==> config.mk <==
export PLATFORM = sky130hd
export DESIGN_NAME = wb_stage
export DESIGN_NICKNAME = d
export VERILOG_FILES = /design/src/rtl/riscv_defines.sv /design/src/rtl/lsu_lite.sv /design/src/rtl/wb_stage.sv
export SDC_FILE = /design/constraint.sdc
export NUM_CORES = 1
export LEC_CHECK = 0
export BUFFER_PORTS_ARGS = -buffer_cell sky130_fd_sc_hd__buf_2
export CAP_MARGIN = 20
export CORE_MARGIN = 8
export CORE_UTILIZATION = 40
export CTS_BUF_LIST = sky130_fd_sc_hd__clkbuf_2
export DETAILED_ROUTE_END_ITERATION = 10
export PLACE_DENSITY = 0.76
export SLEW_MARGIN = 30
export SYNTH_ARGS = -nofsm -noshare
export SYNTH_HDL_FRONTEND = slang
export SYNTH_SLANG_ARGS = --single-unit
==> constraint.sdc <==
create_clock -name clk -period 19 [get_ports clk]
set_clock_uncertainty 0.05 [all_clocks]
set_input_delay 2.85 -clock clk [delete_from_list [all_inputs] [get_ports clk]]
set_output_delay 2.85 -clock clk [all_outputs]
set_load 0.005 [all_outputs]
==> src/rtl/riscv_defines.sv <==
package riscv_defines;

	//////////////////////////////////////////////////////////////////////////////
	// Widths
	//////////////////////////////////////////////////////////////////////////////

	// Data path and byte address width
	localparam int WORD_WIDTH     = 32;
	// Register index
	localparam int REG_ADDR_WIDTH = 5;
	// Data memory word index, 256 words
	localparam int RAM_ADDR_WIDTH = 8;

	//////////////////////////////////////////////////////////////////////////////
	// Decoded load and store types from execute
	//////////////////////////////////////////////////////////////////////////////

	// Bit 2 set with a sub-word size means unsigned
	localparam logic [2:0] LOAD_NONE = 3'b000;
	localparam logic [2:0] LOAD_LB   = 3'b001;
	localparam logic [2:0] LOAD_LH   = 3'b010;
	localparam logic [2:0] LOAD_LW   = 3'b100;
	localparam logic [2:0] LOAD_LBU  = 3'b101;
	localparam logic [2:0] LOAD_LHU  = 3'b110;

	// Store width
	localparam logic [1:0] STORE_NONE = 2'b00;
	localparam logic [1:0] STORE_SB   = 2'b01;
	localparam logic [1:0] STORE_SH   = 2'b10;
	localparam logic [1:0] STORE_SW   = 2'b11;

	//////////////////////////////////////////////////////////////////////////////
	// Access size seen by the LSU
	//////////////////////////////////////////////////////////////////////////////

	// Same code for loads and stores
	localparam logic [1:0] LSU_NONE = 2'b00;
	localparam logic [1:0] LSU_BYTE = 2'b01;
	localparam logic [1:0] LSU_HALF = 2'b10;
	localparam logic [1:0] LSU_WORD = 2'b11;

	//////////////////////////////////////////////////////////////////////////////
	// Memory word views
	//////////////////////////////////////////////////////////////////////////////

	// Byte lane 0 is the least significant byte
	// Halfword 1 sits on lanes 3 and 2
	typedef union packed {
		logic [3:0][7:0]  b;
		logic [1:0][15:0] h;
	} mem_word_u;

endpackage

==> src/rtl/lsu_lite.sv <==
`timescale 1ns/100ps

module lsu_lite (
	input  logic                                 clk,
	input  logic                                 rst_i,

	// Request from the writeback stage
	input  logic                                 start_i,
	input  logic [1:0]                           size_i,
	input  logic                                 write_i,
	input  logic [riscv_defines::WORD_WIDTH-1:0] addr_i,
	input  logic [riscv_defines::WORD_WIDTH-1:0] wdata_i,

	// Data memory side
	output logic                                 data_req_o,
	output logic [riscv_defines::WORD_WIDTH-1:0] data_addr_o,
	output logic                                 data_we_o,
	output logic [3:0]                           data_be_o,
	output logic [riscv_defines::WORD_WIDTH-1:0] data_wdata_o,
	input  logic                                 data_gnt_i,
	input  logic                                 data_rvalid_i,
	input  logic [riscv_defines::WORD_WIDTH-1:0] data_rdata_i,

	// Load return toward the stage
	output logic [riscv_defines::WORD_WIDTH-1:0] rdata_o,
	output logic                                 rdata_valid_o,
	output logic [1:0]                           lane_o,
	output logic                                 busy_o
);

	import riscv_defines::*;

	// Request fields formed from the stage inputs
	logic [3:0]            be_next;
	mem_word_u             wdata_lanes;

	// Transaction state
	logic                  req_q;
	logic                  rd_wait_q;

	// Held request fields
	logic                  we_q;
	logic [3:0]            be_q;
	logic [WORD_WIDTH-1:0] addr_q;
	logic [WORD_WIDTH-1:0] wdata_q;
	logic [1:0]            lane_q;

	//////////////////////////////////////////////////////////////////////////////
	// Request formatting
	//////////////////////////////////////////////////////////////////////////////

	// Byte enables from size and low address bits
	// Address bits below the access size are dropped
	always_comb begin
		case (size_i)
			LSU_BYTE: be_next = 4'b0001 << addr_i[1:0];
			LSU_HALF: be_next = addr_i[1] ? 4'b1100 : 4'b0011;
			LSU_WORD: be_next = 4'b1111;
			default:  be_next = 4'b0000;
		endcase
	end

	// Copy the store data into every lane of its size
	// Memory picks the right lane through the byte enables
	always_comb begin
		case (size_i)
			LSU_BYTE: begin
				for (int i = 0; i < 4; i++) begin
					wdata_lanes.b[i] = wdata_i[7:0];
				end
			end
			LSU_HALF: begin
				wdata_lanes.h[0] = wdata_i[15:0];
				wdata_lanes.h[1] = wdata_i[15:0];
			end
			default: begin
				// Full word goes out unchanged
				wdata_lanes = mem_word_u'(wdata_i);
			end
		endcase
	end

	//////////////////////////////////////////////////////////////////////////////
	// Transaction tracking
	//////////////////////////////////////////////////////////////////////////////

	// Request rises the cycle after start and drops after the grant cycle
	// Reads then wait for the data beat
	always_ff @(posedge clk) begin
		if (rst_i) begin
			req_q     <= 1'b0;
			rd_wait_q <= 1'b0;
		end else begin
			if (start_i) begin
				req_q <= 1'b1;
			end else if (req_q && data_gnt_i) begin
				req_q <= 1'b0;
			end

			if (req_q && data_gnt_i && !we_q) begin
				rd_wait_q <= 1'b1;
			end else if (rd_wait_q && data_rvalid_i) begin
				rd_wait_q <= 1'b0;
			end
		end
	end

	// Fields stay constant until grant
	always_ff @(posedge clk) begin
		if (start_i) begin
			we_q    <= write_i;
			be_q    <= be_next;
			addr_q  <= {addr_i[WORD_WIDTH-1:2], 2'b00};
			wdata_q <= wdata_lanes;
			lane_q  <= addr_i[1:0];
		end
	end

	// Bus outputs
	assign data_req_o   = req_q;
	assign data_addr_o  = addr_q;
	assign data_we_o    = we_q;
	assign data_be_o    = be_q;
	assign data_wdata_o = wdata_q;

	// Raw word and lane go to the stage for extraction
	assign rdata_o       = data_rdata_i;
	assign rdata_valid_o = rd_wait_q & data_rvalid_i;
	assign lane_o        = lane_q;

	// High across grant wait and read return
	assign busy_o = req_q | rd_wait_q;

endmodule

==> src/rtl/wb_stage.sv <==
`timescale 1ns/100ps

module wb_stage (
	input  logic                                     clk,
	input  logic                                     rst_i,

	// From execute
	input  logic                                     valid_i,
	input  logic [riscv_defines::WORD_WIDTH-1:0]     alu_result_i,
	input  logic [riscv_defines::WORD_WIDTH-1:0]     store_data_i,
	input  logic [riscv_defines::REG_ADDR_WIDTH-1:0] rd_i,
	input  logic [2:0]                               load_type_i,
	input  logic [1:0]                               store_type_i,

	// Register file write port
	output logic                                     reg_we_o,
	output logic [riscv_defines::REG_ADDR_WIDTH-1:0] reg_waddr_o,
	output logic [riscv_defines::WORD_WIDTH-1:0]     reg_wdata_o,
	output logic                                     busy_o,

	// Data memory bus
	output logic                                     data_req_o,
	output logic [riscv_defines::WORD_WIDTH-1:0]     data_addr_o,
	output logic                                     data_we_o,
	output logic [3:0]                               data_be_o,
	output logic [riscv_defines::WORD_WIDTH-1:0]     data_wdata_o,
	input  logic                                     data_gnt_i,
	input  logic                                     data_rvalid_i,
	input  logic [riscv_defines::WORD_WIDTH-1:0]     data_rdata_i
);

	import riscv_defines::*;

	// Instruction class
	logic                      load_flag;
	logic                      store_flag;
	logic                      alu_valid;

	// LSU control and return
	logic [1:0]                lsu_size;
	logic                      lsu_start;
	logic                      lsu_write;
	logic [WORD_WIDTH-1:0]     lsu_rdata;
	logic                      lsu_rdata_valid;
	logic [1:0]                lsu_lane;
	logic                      lsu_busy;

	// Load data path
	mem_word_u                 rdata_lanes;
	logic [7:0]                load_byte;
	logic [15:0]               load_half;
	logic [WORD_WIDTH-1:0]     load_ext;

	// Registered state
	logic                      load_pending_q;
	logic [2:0]                load_type_q;
	logic [REG_ADDR_WIDTH-1:0] rd_q;
	logic                      reg_we_q;
	logic [WORD_WIDTH-1:0]     reg_wdata_q;

	// Loads take priority if both codes are set
	assign load_flag  = (load_type_i != LOAD_NONE);
	assign store_flag = (store_type_i != STORE_NONE);
	assign alu_valid  = valid_i & ~load_flag & ~store_flag;
	assign lsu_start  = valid_i & (load_flag | store_flag);
	assign lsu_write  = store_flag & ~load_flag;

	// Decoded type to LSU access size
	always_comb begin
		if (load_flag) begin
			case (load_type_i)
				LOAD_LB, LOAD_LBU: lsu_size = LSU_BYTE;
				LOAD_LH, LOAD_LHU: lsu_size = LSU_HALF;
				LOAD_LW:           lsu_size = LSU_WORD;
				default:           lsu_size = LSU_NONE;
			endcase
		end else begin
			case (store_type_i)
				STORE_SB: lsu_size = LSU_BYTE;
				STORE_SH: lsu_size = LSU_HALF;
				STORE_SW: lsu_size = LSU_WORD;
				default:  lsu_size = LSU_NONE;
			endcase
		end
	end

	lsu_lite u_lsu (
		.clk           (clk),
		.rst_i         (rst_i),
		.start_i       (lsu_start),
		.size_i        (lsu_size),
		.write_i       (lsu_write),
		.addr_i        (alu_result_i),
		.wdata_i       (store_data_i),
		.data_req_o    (data_req_o),
		.data_addr_o   (data_addr_o),
		.data_we_o     (data_we_o),
		.data_be_o     (data_be_o),
		.data_wdata_o  (data_wdata_o),
		.data_gnt_i    (data_gnt_i),
		.data_rvalid_i (data_rvalid_i),
		.data_rdata_i  (data_rdata_i),
		.rdata_o       (lsu_rdata),
		.rdata_valid_o (lsu_rdata_valid),
		.lane_o        (lsu_lane),
		.busy_o        (lsu_busy)
	);

	//////////////////////////////////////////////////////////////////////////////
	// Load alignment and extension
	//////////////////////////////////////////////////////////////////////////////

	// Pick the addressed byte or halfword from the raw word
	assign rdata_lanes = mem_word_u'(lsu_rdata);
	assign load_byte   = rdata_lanes.b[lsu_lane];
	assign load_half   = rdata_lanes.h[lsu_lane[1]];

	// Signed loads fill with copies of the sign bit
	always_comb begin
		case (load_type_q)
			LOAD_LB:  load_ext = {{(WORD_WIDTH-8){load_byte[7]}}, load_byte};
			LOAD_LBU: load_ext = {{(WORD_WIDTH-8){1'b0}}, load_byte};
			LOAD_LH:  load_ext = {{(WORD_WIDTH-16){load_half[15]}}, load_half};
			LOAD_LHU: load_ext = {{(WORD_WIDTH-16){1'b0}}, load_half};
			default:  load_ext = lsu_rdata;
		endcase
	end

	//////////////////////////////////////////////////////////////////////////////
	// Register write sequencing
	//////////////////////////////////////////////////////////////////////////////

	// ALU writes one cycle after valid, loads one cycle after the data beat
	always_ff @(posedge clk) begin
		if (rst_i) begin
			reg_we_q       <= 1'b0;
			load_pending_q <= 1'b0;
		end else begin
			reg_we_q <= alu_valid | (load_pending_q & lsu_rdata_valid);
			if (valid_i && load_flag) begin
				load_pending_q <= 1'b1;
			end else if (lsu_rdata_valid) begin
				load_pending_q <= 1'b0;
			end
		end
	end

	// Destination, load type and write value
	always_ff @(posedge clk) begin
		if (valid_i) begin
			rd_q <= rd_i;
		end
		if (valid_i && load_flag) begin
			load_type_q <= load_type_i;
		end
		if (alu_valid) begin
			reg_wdata_q <= alu_result_i;
		end else if (load_pending_q && lsu_rdata_valid) begin
			reg_wdata_q <= load_ext;
		end
	end

	assign reg_we_o    = reg_we_q;
	assign reg_waddr_o = rd_q;
	assign reg_wdata_o = reg_wdata_q;

	// Stall upstream until the memory side is done
	assign busy_o = lsu_busy | load_pending_q;

endmodule

==> metrics, run 1 <==
#FFs+latches synth=approximately 110; Port Buffer Count=217; Final Hold Fails=0; Hold Buf Count CTS=0; Worst R2R Path Depth=4; Crit Path Class=in2reg; Site Rows=40; Finished Cell Area=between 6000 and 7000 um2; Horiz. Die Dim=around 130 um; clock slew at reported path FFs=approximately 0.15 ns; Num CTS Buffers=17; cell chain of the critical path=buf_2, nor3_1, nand3_2, nand2_1, buf_4; final non-filler cell total=approximately 750; CP max stage cell=nand3_2; Filler cells=around 1,100; Leakage=~2.7 nW; MaxCap Viol Count=0; antenna cells=0; Slew Limit Headroom=0.437; fin crit period=between 4 and 5 ns; largest net degree at the start of global routing=58; Iter 0 DRT Violations=~350; vias in the first global route=4,187; outcome=finished clean; total number of vias=about 4,000; Setup WS post-layout=roughly 14 ns; commonest non-fill, non-tap cell in the layout=buf_2; die area=16,100 um2; RSZ-0062 raised after global routing=no; RR Startpoint=u_lsu.lane_o[1]; first-pass detailed-route iteration total=6; Max Freq=between 200 and 250 MHz; dpl cells=~730; H-tree levels=4; endpoint of the worst hold path=u_lsu.rd_wait_q; Cells after Synth=~380; GRT Util Overall=0.179; nets=around 700; worst slack, placed=13.46 ns; CP Data Required Time=a little under 20 ns; Seq/Total Area, Yosys=0.683; core box area=12,000 um2; maximum VDD drop=approximately 45 uV; Die Ht=between 100 and 150 um; Slew Viols, Final=0; Reg-to-Reg End=reg_wdata_o[19]; Post-CTS Setup Bufs=0; area grow syn2layout=27.3%; ys flop type=edfxtp_1; critical path capture point type=flop; clk sinks=113; crit share post-route=0.256; pwr dens=slightly above 80 nW/um2; Setup TNS Final=0 ns; worst hold path stage count=2; effective utilization at floorplan=0.409; Worst setup SP type=input port; Crit path largest cell delay=approximately 0.83 ns; Yosys warnings=0; Crit Path Max Fanout=40; post-layout util=0.520; Distinct cells, synth=40; Clk Latency, worst-skew pair=0.63 ns; Synth Cell Area=approximately 4900 um2; Reg2Reg Setup Slack=between 15 and 20 ns; Routed WL per cell=19.4 um; worst slew pin tran=0.845 ns; global-route wire length before repair=between 20 and 25 mm; total wire length=between 10 and 15 mm; worst hold start=u_lsu.rd_wait_q; root buf cell=clkbuf_2; DPL Wire Length=approximately 11 mm; CTS tree=built; Arr. time, crit path=between 5 and 6 ns; most frequent cells in the layout=217 x buf_2, 109 x edfxtp_1, 47 x nor2_1, 47 x nand2_1, 38 x a21oi_1; layout cells sized above 1=0.442; Placed Area=between 6000 and 7000 um2; Max clock buf depth=2; worst hold path class=reg2reg; DR vias/cell=5.31; Final ANT Viol Nets=0; Post-synth EDFFs=roughly 110; GP Congestion=roughly 0.86; # DRC=0; initial antenna violation count=0; # IOs=220; Avg Synthesized Cell Area=12.8 um2; Resize count post-CTS=0; asr flop ratio synth=0; setup violators final=0; gr ovfl total=0
## worst max-delay path: cells and delay by family
| family | cells | cell delay (ns) |
|---|---|---|
| simple gates | 3 | 1.69 |
| buf+inv | 2 | 0.55 |
## where the power goes
part	leakage, nW	total (W)	switching (W)	internal, W
registers	1.07	0.000303	0.00000729	0.000296
clock network	0.115	0.000128	0.0000849	0.0000433
logic	1.47	0.0000841	0.0000466	0.0000375
## registers in the layout, indices dropped and copies added, names as in the netlist
signal and cells:
reg_wdata_o 32, u_lsu.data_wdata_o 32, u_lsu.data_addr_o 30, reg_waddr_o 5, u_lsu.data_be_o 4, load_type_q 3, u_lsu.lane_o 2, load_pending_q 1
reg_we_o 1, u_lsu.data_req_o 1, u_lsu.data_we_o 1, u_lsu.rd_wait_q 1
## per-stage QoR
step	total power (W)	hold WS [ns]
floorplan	0.000352	0.412
global placement	0.000390	0.428
detailed placement	0.000394	0.447
CTS	0.000522	0.469
global route	0.000541	0.502
finish	0.000516	0.470
## routing by layer
metal | global-route usage | vias up | routed length [um]
li1 | - | 1855 | -
met2 | 0.308 | 281 | 7160
met3 | 0.0855 | 25 | 1710
met1 | 0.189 | 1841 | 5560
met4 | 0.0602 | 0 | 228
met5 | 0 | - | 0
## how the worst max path moves through the flow
stage               startpoint               endpoint  slack, ns  cells past startpoint
2_1_floorplan  store_type_i[0]  u_lsu.data_addr_o[10]      10.36                      2
3_3_place_gp    load_type_i[0]        reg_wdata_o[25]      13.50                      5
3_5_place_dp    load_type_i[0]         reg_wdata_o[6]      13.46                      5
4_1_cts         load_type_i[0]        reg_wdata_o[27]      14.25                      5
5_1_grt         load_type_i[0]        reg_wdata_o[24]      14.00                      5
6_report        load_type_i[0]         reg_wdata_o[2]      14.14                      5
## logic make-up (layout without fill, tap and decap cells)
kind of cell | after synthesis | after routing | synth area share
AOI/OAI and AO/OA | 99 | 99 | 0.129
adders and majority gates | 2 | 2 | 0.00510
buffers and inverters | 32 | 254 | 0.0334
DFF | 113 | 113 | 0.683
muxes | 18 | 18 | 0.0451
other | 1 | 2 | 0.000764
and+or+nand+nor | 119 | 119 | 0.104
## Yosys cell counts, types with 2 or more instances
cell | instances | area, um2
inv_1 | 6 | 22.5
edfxtp_1 | 109 | 3270
a222oi_1 | 6 | 60.1
nand3_1 | 2 | 10.0
dfxtp_1 | 4 | 80.1
buf_4 | 5 | 37.5
and3_1 | 2 | 12.5
clkbuf_1 | 11 | 41.3
nand2_1 | 47 | 176
nand3b_1 | 2 | 15.0
buf_6 | 2 | 22.5
o21ai_0 | 22 | 110
mux2i_1 | 3 | 30.0
nand2b_1 | 5 | 31.3
nor2b_1 | 4 | 25.0
or2_2 | 2 | 12.5
mux4_2 | 2 | 45.0
o22ai_1 | 7 | 43.8
mux2_2 | 13 | 146
ha_1 | 2 | 25.0
a22oi_1 | 8 | 60.1
nor2_1 | 48 | 180
buf_2 | 8 | 40.0
a211oi_1 | 2 | 15.0
nor3_1 | 3 | 15.0
a22o_1 | 8 | 70.1
a21oi_1 | 38 | 190
## final cells by class
| type | count | area (um2) | share of cell area |
|---|---|---|---|
| Clock inverter | 10 | 72.6 | 0.0116 |
| Sequential cell | 113 | 3350 | 0.537 |
| Tap cell | 147 | 184 | 0.0294 |
| Multi-Input combinational cell | 240 | 1420 | 0.227 |
| Timing Repair Buffer | 219 | 1100 | 0.176 |
| Clock buffer | 19 | 95.1 | 0.0152 |
| Inverter | 6 | 22.5 | 0.00361 |
No activity file was read; power rests on OpenSTA's default activity.
==> run 2: changes to the inputs <==
--- a/config.mk
+++ b/config.mk
@@ -5,13 +5,14 @@
 export SDC_FILE = /design/constraint.sdc
 export NUM_CORES = 1
 export LEC_CHECK = 0
+export ABC_AREA = 1
 export BUFFER_PORTS_ARGS = -buffer_cell sky130_fd_sc_hd__buf_2
 export CAP_MARGIN = 20
 export CORE_MARGIN = 8
 export CORE_UTILIZATION = 40
 export CTS_BUF_LIST = sky130_fd_sc_hd__clkbuf_2
 export DETAILED_ROUTE_END_ITERATION = 10
-export PLACE_DENSITY = 0.76
+export PLACE_DENSITY = 0.77
 export SLEW_MARGIN = 30
 export SYNTH_ARGS = -nofsm -noshare
 export SYNTH_HDL_FRONTEND = slang
==> constraint.sdc (replaced) <==
create_clock -name clk -period 4.14 [get_ports clk]
set_clock_uncertainty 0.05 [all_clocks]
set_input_delay 0.621 -clock clk [delete_from_list [all_inputs] [get_ports clk]]
set_output_delay 0.621 -clock clk [all_outputs]
set_load 0.005 [all_outputs]
==> metrics, run 2 <==
H-tree levels=4 (unchanged); Avg Synthesized Cell Area=9.82 um2 (was 12.8 um2); Yosys top cell by area=edfxtp_1 (unchanged); Routed WL per cell=16.2 um (was 19.4 um); RSZ-0062 raised after global routing=no (unchanged); die area=17,300 um2 (was 16,100 um2); Leakage=3.42 nW (was 2.66 nW); Max Freq=between 400 and 500 MHz; GP Congestion=0.850 (was 0.861); Synth Cell Area=5340 um2 (was 4910 um2); Final Hold Fails=0 (unchanged); P_int=0.00201 W (was 0.000377 W); Port Buffer Count=217 (unchanged); initial antenna violation count=2 (was 0); Finished Cell Area=7160 um2 (was 6250 um2); MaxCap Viol Count=0 (unchanged); power share of the clock group=0.321 (was 0.249); total wire length=16.0 mm (was 14.7 mm); largest net degree at the start of global routing=35 (was 58); Clk Latency, worst-skew pair=0.65 ns (was 0.63 ns); Sw Pwr=0.000706 W (was 0.000139 W); most frequent cells after synthesis=120 x nand2_1, 109 x edfxtp_1, 71 x nor2_1 (was 109 x edfxtp_1, 48 x nor2_1, 47 x nand2_1); Arr. time, crit path=2.83 ns (was 5.12 ns); vias in the first global route=4,765 (was 4,187); Resize count post-CTS=0 (unchanged); gr ovfl total=0 (unchanged); crit share post-route=0.593; Max clock buf depth=2 (unchanged); CP Data Required Time=4.52 ns (was 19.25 ns); Horiz. Die Dim=132 um (was 127 um); Slew Limit Headroom=0.502 (was 0.437); asr flop ratio synth=0 (unchanged); fin crit period=between 2 and 2.5 ns; clk sinks=113 (unchanged); Site Rows=42 (was 40); Distinct cells, synth=27 (was 40); area grow syn2layout=33.9% (was 27.3%); Iter 0 DRT Violations=300 (was 349); Crit Path Class=in2reg (unchanged); most used cell, CP=inv_1; Cells after Synth=544 (was 384); CP max stage cell=ha_1 (was nand3_2); Setup TNS Final=0 ns (unchanged); GRT Util Overall=0.181 (was 0.179); setup violators final=0 (unchanged); # DRC=0 (unchanged); Die Ht=132 um (was 127 um); effective utilization at floorplan=0.407 (was 0.409); Sw Ratio=0.260 (was 0.269); DPL Wire Length=12.1 mm (was 11.2 mm); global-route wire length before repair=24.6 mm (was 22.0 mm); #FFs+latches synth=113 (unchanged); cell chain of the critical path=buf_2, nor2_1, a21oi_1, inv_1, ha_1, inv_1, a32oi_1, nand2_1 (was buf_2, nor3_1, nand3_2, nand2_1, buf_4); total number of vias=4,665 (was 4,002); synth top area cells=edfxtp_1 61%, nand2_1 8.4%, nor2_1 5.0% (was edfxtp_1 67%, a21oi_1 3.9%, nor2_1 3.7%); maximum VDD drop=167 uV (was 44.9 uV); Placed Area=6550 um2 (was 6080 um2); DR vias/cell=4.75 (was 5.31); Seq/Total Area, Yosys=0.627 (was 0.683); Worst setup SP type=input port (unchanged); Final ANT Viol Nets=0 (unchanged); pwr dens=379 nW/um2 (was 82.5 nW/um2); layout cells sized above 1=0.335 (was 0.442); worst hold path class=in2reg (was reg2reg); clock slew at reported path FFs=0.17 ns (was 0.15 ns); core box area=13,100 um2 (was 12,000 um2); Total Power=0.00271 W (was 0.000516 W); nets=906 (was 710); CTS tree=built (unchanged); combinational share of power=0.169 (was 0.163); first-pass detailed-route iteration total=5 (was 6); most frequent cell after synthesis=nand2_1 (was edfxtp_1); commonest non-fill, non-tap cell in the layout=buf_2 (unchanged); Crit path largest cell delay=0.78 ns (was 0.83 ns); Yosys warnings=0 (unchanged); Num CTS Buffers=17 (unchanged); # IOs=220 (unchanged); critical path capture point type=flop (unchanged); Slew Viols, Final=0 (unchanged); top cell type's share of synthesized area=0.613 (was 0.667); most frequent cells in the layout=217 x buf_2, 120 x nand2_1, 109 x edfxtp_1, 71 x nor2_1, 64 x inv_1 (was 217 x buf_2, 109 x edfxtp_1, 47 x nor2_1, 47 x nand2_1, 38 x a21oi_1); Flop pwr share=0.511 (was 0.588); Crit Path Max Fanout=26 (was 40); root buf cell=clkbuf_2 (unchanged); Post-synth EDFFs=109 (unchanged); ys flop type=edfxtp_1 (unchanged); outcome=finished clean (unchanged); worst slew pin tran=0.746 ns (was 0.845 ns)
## run 2: cell types whose count changed after synthesis, moves of 13 or more
cell,before,now
a21oi_1,38,21
or2_0,0,24
nand3_1,2,40
nor2_1,48,71
inv_1,6,65
nand2_1,47,120
mux2_2,13,0
## run 2: worst max-delay path, delay by kind of cell
kind	cells	cell delay, ns
AOI/OAI and AO/OA	2	0.57
adders and majority gates	1	0.78
buffers and inverters	3	0.70
and+or+nand+nor	2	0.14
## run 2: layout make-up
cell class / instances / area [um2]
clock buffer: 20 / 100
inverter: 72 / 270
timing repair buffer: 253 / 1430
tap: 176 / 220
fill: 1209 / 5980
antenna: 1 / 2.50
multi-input combinational: 336 / 1590
sequential: 113 / 3350
clock inverter: 12 / 189
## run 2: repair_timing
| action | in CTS | in global routing |
|---|---|---|
| endpoints found under the setup margin | 0 | 0 |
| endpoints found under the hold margin | 30 | 3 |
| setup buffers | 0 | 0 |
| hold buffers | 28 | 3 |
## run 2: cell families after synthesis
logic type / share of synthesized area
AOI/OAI and AO/OA: 0.0723
adders and majority gates: 0.00468
buffers and inverters: 0.0763
DFF: 0.627
other: 0.000702
and+or+nand+nor: 0.218
## run 2: path summary, 6_finish.rpt
kind	depth (start not counted)	slack [ns]	from	endpoint
worst max-delay path	8	1.68	load_type_i[0]	u_lsu.data_wdata_o[25]
worst min-delay path	1	0.12	store_data_i[7]	u_lsu.data_wdata_o[7]
worst max register to register	9	2.00	u_lsu.lane_o[1]	reg_wdata_o[15]
worst min register to register	2	0.45	load_pending_q	load_pending_q
## run 2: metal layers
| metal | up-vias | global-route usage | share of wire | wire [um] |
|---|---|---|---|---|
| met4 | 2 | 0.0523 | 0.0080 | 127 |
| met3 | 12 | 0.0880 | 0.12 | 1860 |
| li1 | 2295 | - | - | - |
| met5 | - | 0 | 0.00081 | 13 |
| met1 | 2103 | 0.203 | 0.40 | 6310 |
| met2 | 253 | 0.300 | 0.48 | 7640 |
## run 2: metrics by stage
| step | hold WS (ns) | setup WS, ns | instances | util |
|---|---|---|---|---|
| finish | 0.120 | 1.68 | 983 | 0.545 |
| global route | 0.00168 | 1.57 | 983 | 0.545 |
| CTS | 0.00176 | 1.85 | 979 | 0.542 |
| detailed placement | 0.435 | 1.04 | 919 | 0.499 |
| global placement | 0.420 | 1.18 | 919 | 0.499 |
| floorplan | 0.395 | 1.47 | 545 | - |
## run 2: power by group through the flow
| stage | combinational [W] | sequential, W | clock [W] |
|---|---|---|---|
| detailed placement | 0.000438 | 0.00141 | 0 |
| floorplan | 0.000219 | 0.00142 | 0 |
| finish | 0.000458 | 0.00139 | 0.000870 |
| global placement | 0.000429 | 0.00141 | 0 |
| CTS | 0.000459 | 0.00139 | 0.000897 |
| global route | 0.000516 | 0.00139 | 0.000939 |
==> run 3: changes to the inputs <==
--- a/config.mk
+++ b/config.mk
@@ -5,14 +5,14 @@
 export SDC_FILE = /design/constraint.sdc
 export NUM_CORES = 1
 export LEC_CHECK = 0
-export ABC_AREA = 1
+export ABC_AREA = 0
 export BUFFER_PORTS_ARGS = -buffer_cell sky130_fd_sc_hd__buf_2
 export CAP_MARGIN = 20
 export CORE_MARGIN = 8
 export CORE_UTILIZATION = 40
 export CTS_BUF_LIST = sky130_fd_sc_hd__clkbuf_2
 export DETAILED_ROUTE_END_ITERATION = 10
-export PLACE_DENSITY = 0.77
+export PLACE_DENSITY = 0.76
 export SLEW_MARGIN = 30
 export SYNTH_ARGS = -nofsm -noshare
 export SYNTH_HDL_FRONTEND = slang
==> constraint.sdc (replaced) <==
create_clock -name clk -period 2.32 [get_ports clk]
set_clock_uncertainty 0.05 [all_clocks]
set_input_delay 0.348 -clock clk [delete_from_list [all_inputs] [get_ports clk]]
set_output_delay 0.348 -clock clk [all_outputs]
set_load 0.005 [all_outputs]
==> metrics, run 3 (same netlist as run 1, synthesis figures left out) <==
crit share post-route=1.02; Arr. time, crit path=2.74 ns (was 2.83 ns); largest net degree at the start of global routing=41 (was 35); Setup crit start=load_type_i[0] (unchanged); worst slew pin tran=0.641 ns (was 0.746 ns); first-pass detailed-route iteration total=6 (was 5); Final Hold Fails=0 (unchanged); clk sinks=113 (unchanged); Horiz. Die Dim=127 um (was 132 um); Max clock buf depth=2 (unchanged); Reg-to-Reg End=reg_wdata_o[16] (was reg_wdata_o[15]); Setup WS post-layout=-0.0409 ns (was 1.68 ns); Max Freq=between 400 and 500 MHz; Filler cells=895 (was 1,209); Die Ht=127 um (was 132 um); Port Buffer Count=217 (unchanged); Crit Path Max Fanout=8 (was 26); Placed Area=6210 um2 (was 6550 um2); MaxCap Viol Count=0 (unchanged); Iter 0 DRT Violations=439 (was 300); outcome=finished, violations left (was finished clean); worst hold slack=0.0855 ns (was 0.120 ns); Crit Path Class=in2reg (unchanged); # IOs=220 (unchanged); setup violators final=1 (was 0); worst slack, placed=0.227 ns (was 1.04 ns); Routed WL per cell=20.5 um (was 16.2 um); Finished Cell Area=7550 um2 (was 7160 um2); layout cells sized above 1=0.395 (was 0.335); total wire length=18.0 mm (was 16.0 mm); effective utilization at floorplan=0.409 (was 0.407); fin crit period=around 2.4 ns; # DRC=0 (unchanged); Worst R2R Path Depth=5 (was 9); GP Congestion=0.868 (was 0.850); Num CTS Buffers=17 (unchanged); Worst setup SP type=input port (unchanged); dpl cells=738 (was 919); RR Startpoint=u_lsu.lane_o[1] (unchanged); maximum VDD drop=332 uV (was 167 uV); Final ANT Viol Nets=0 (unchanged); area grow syn2layout=53.8% (was 33.9%); Site Rows=40 (was 42); most frequent cells in the layout=217 x buf_2, 109 x edfxtp_1, 106 x dlygate4sd3_1, 46 x nor2_1, 46 x nand2_1 (was 217 x buf_2, 120 x nand2_1, 109 x edfxtp_1, 71 x nor2_1, 64 x inv_1); failing checks=negative setup slack; H-tree levels=4 (unchanged); post-layout util=0.628 (was 0.545); root buf cell=clkbuf_2 (unchanged); DPL Wire Length=11.9 mm (was 12.1 mm); commonest non-fill, non-tap cell in the layout=buf_2 (unchanged); Leakage=3.23 nW (was 3.42 nW); vias in the first global route=4,914 (was 4,765); die area=16,100 um2 (was 17,300 um2); nets=829 (was 906); pwr dens=637 nW/um2 (was 379 nW/um2); DR vias/cell=5.35 (was 4.75); gr ovfl total=0 (unchanged); global-route wire length before repair=27.1 mm (was 24.6 mm); antenna cells=0 (was 1); final non-filler cell total=876 (was 983); clock slew at reported path FFs=0.18 ns (was 0.17 ns); core box area=12,000 um2 (was 13,100 um2); total number of vias=4,687 (was 4,665); Reg2Reg Setup Slack=0.31 ns (was 2.00 ns); Post-CTS Setup Bufs=0 (unchanged); CP Data Required Time=2.69 ns (was 4.52 ns); GRT Util Overall=0.219 (was 0.181); critical path capture point type=flop (unchanged); initial antenna violation count=0 (was 2); Slew Viols, Final=0 (unchanged); worst hold path class=in2reg (unchanged); CTS tree=built (unchanged); Slew Limit Headroom=0.568 (was 0.502); CP endpoint=u_lsu.data_wdata_o[27] (was u_lsu.data_wdata_o[25]); Clk Latency, worst-skew pair=0.66 ns (was 0.65 ns)
==> run 3: cell types whose count changed in the layout (fill, tap and decap cells not counted), sizes merged, moves of 8 or more <==
cell / change
nand2: -77
dlygate4sd3: +75
inv: -66
nand3: -39
nor2: -27
or2: -22
a21oi: +18
mux2: +13
o211ai: -11
buf: +10
a22o: +8
a22oi: +8
==> run 3: per-stage QoR <==
stage               total power (W)  setup TNS (ns)
CTS                         0.00482               0
detailed placement          0.00326               0
global route                0.00501       -0.000213
floorplan                   0.00288               0
finish                      0.00481         -0.0409
global placement            0.00322               0
==> run 3: timing repair <==
item,4_1_cts,5_1_grt
hold endpoints to repair,112,0
hold buffers,106,0
endpoints found under the setup margin,0,5
resized for setup,0,6
==> run 3: cell type report <==
| class | count | area (um2) | share of cell area |
|---|---|---|---|
| well taps | 147 | 184 | 0.0244 |
| inverters | 6 | 22.5 | 0.00298 |
| clock inverters | 15 | 173 | 0.0229 |
| clock buffers | 17 | 85.1 | 0.0113 |
| flip-flops and latches | 113 | 3350 | 0.444 |
| repair buffers | 338 | 2300 | 0.305 |
| multi-input cells | 240 | 1430 | 0.189 |
==> run 3: routing by layer <==
layer,track usage,share of wire
met1,0.237,0.37
met2,0.377,0.49
met3,0.0813,0.11
met4,0.0938,0.029
met5,0,0
==> run 3: worst min path at each step <==
stage | from | to | slack, ns | depth (start not counted)
floorplan | rst_i | reg_we_o | 0.37 | 1
global placement | u_lsu.rd_wait_q | u_lsu.rd_wait_q | 0.42 | 2
detailed placement | load_pending_q | load_pending_q | 0.45 | 2
CTS | data_rdata_i[30] | reg_wdata_o[30] | 0.0003 | 3
global route | data_rdata_i[30] | reg_wdata_o[30] | 0.01 | 3
finish | data_rdata_i[3] | reg_wdata_o[3] | 0.09 | 3
==> run 3: power breakdown <==
group          internal (W)  leakage [nW]  switching [W]
combinational      0.000457          2.00       0.000460
clock              0.000683         0.157       0.000733
sequential          0.00242          1.07      0.0000532
total               0.00356          3.23        0.00125
==> run 3: critical path, stage by stage <==
cell and delay [ns]:
dlygate4sd3_1 0.55, buf_2 0.16, nor3_2 0.23, nor2_2 0.07, ha_1 0.24, buf_4 0.18, a22oi_1 0.21, o21ai_1 0.15
dlygate4sd3_1 0.58
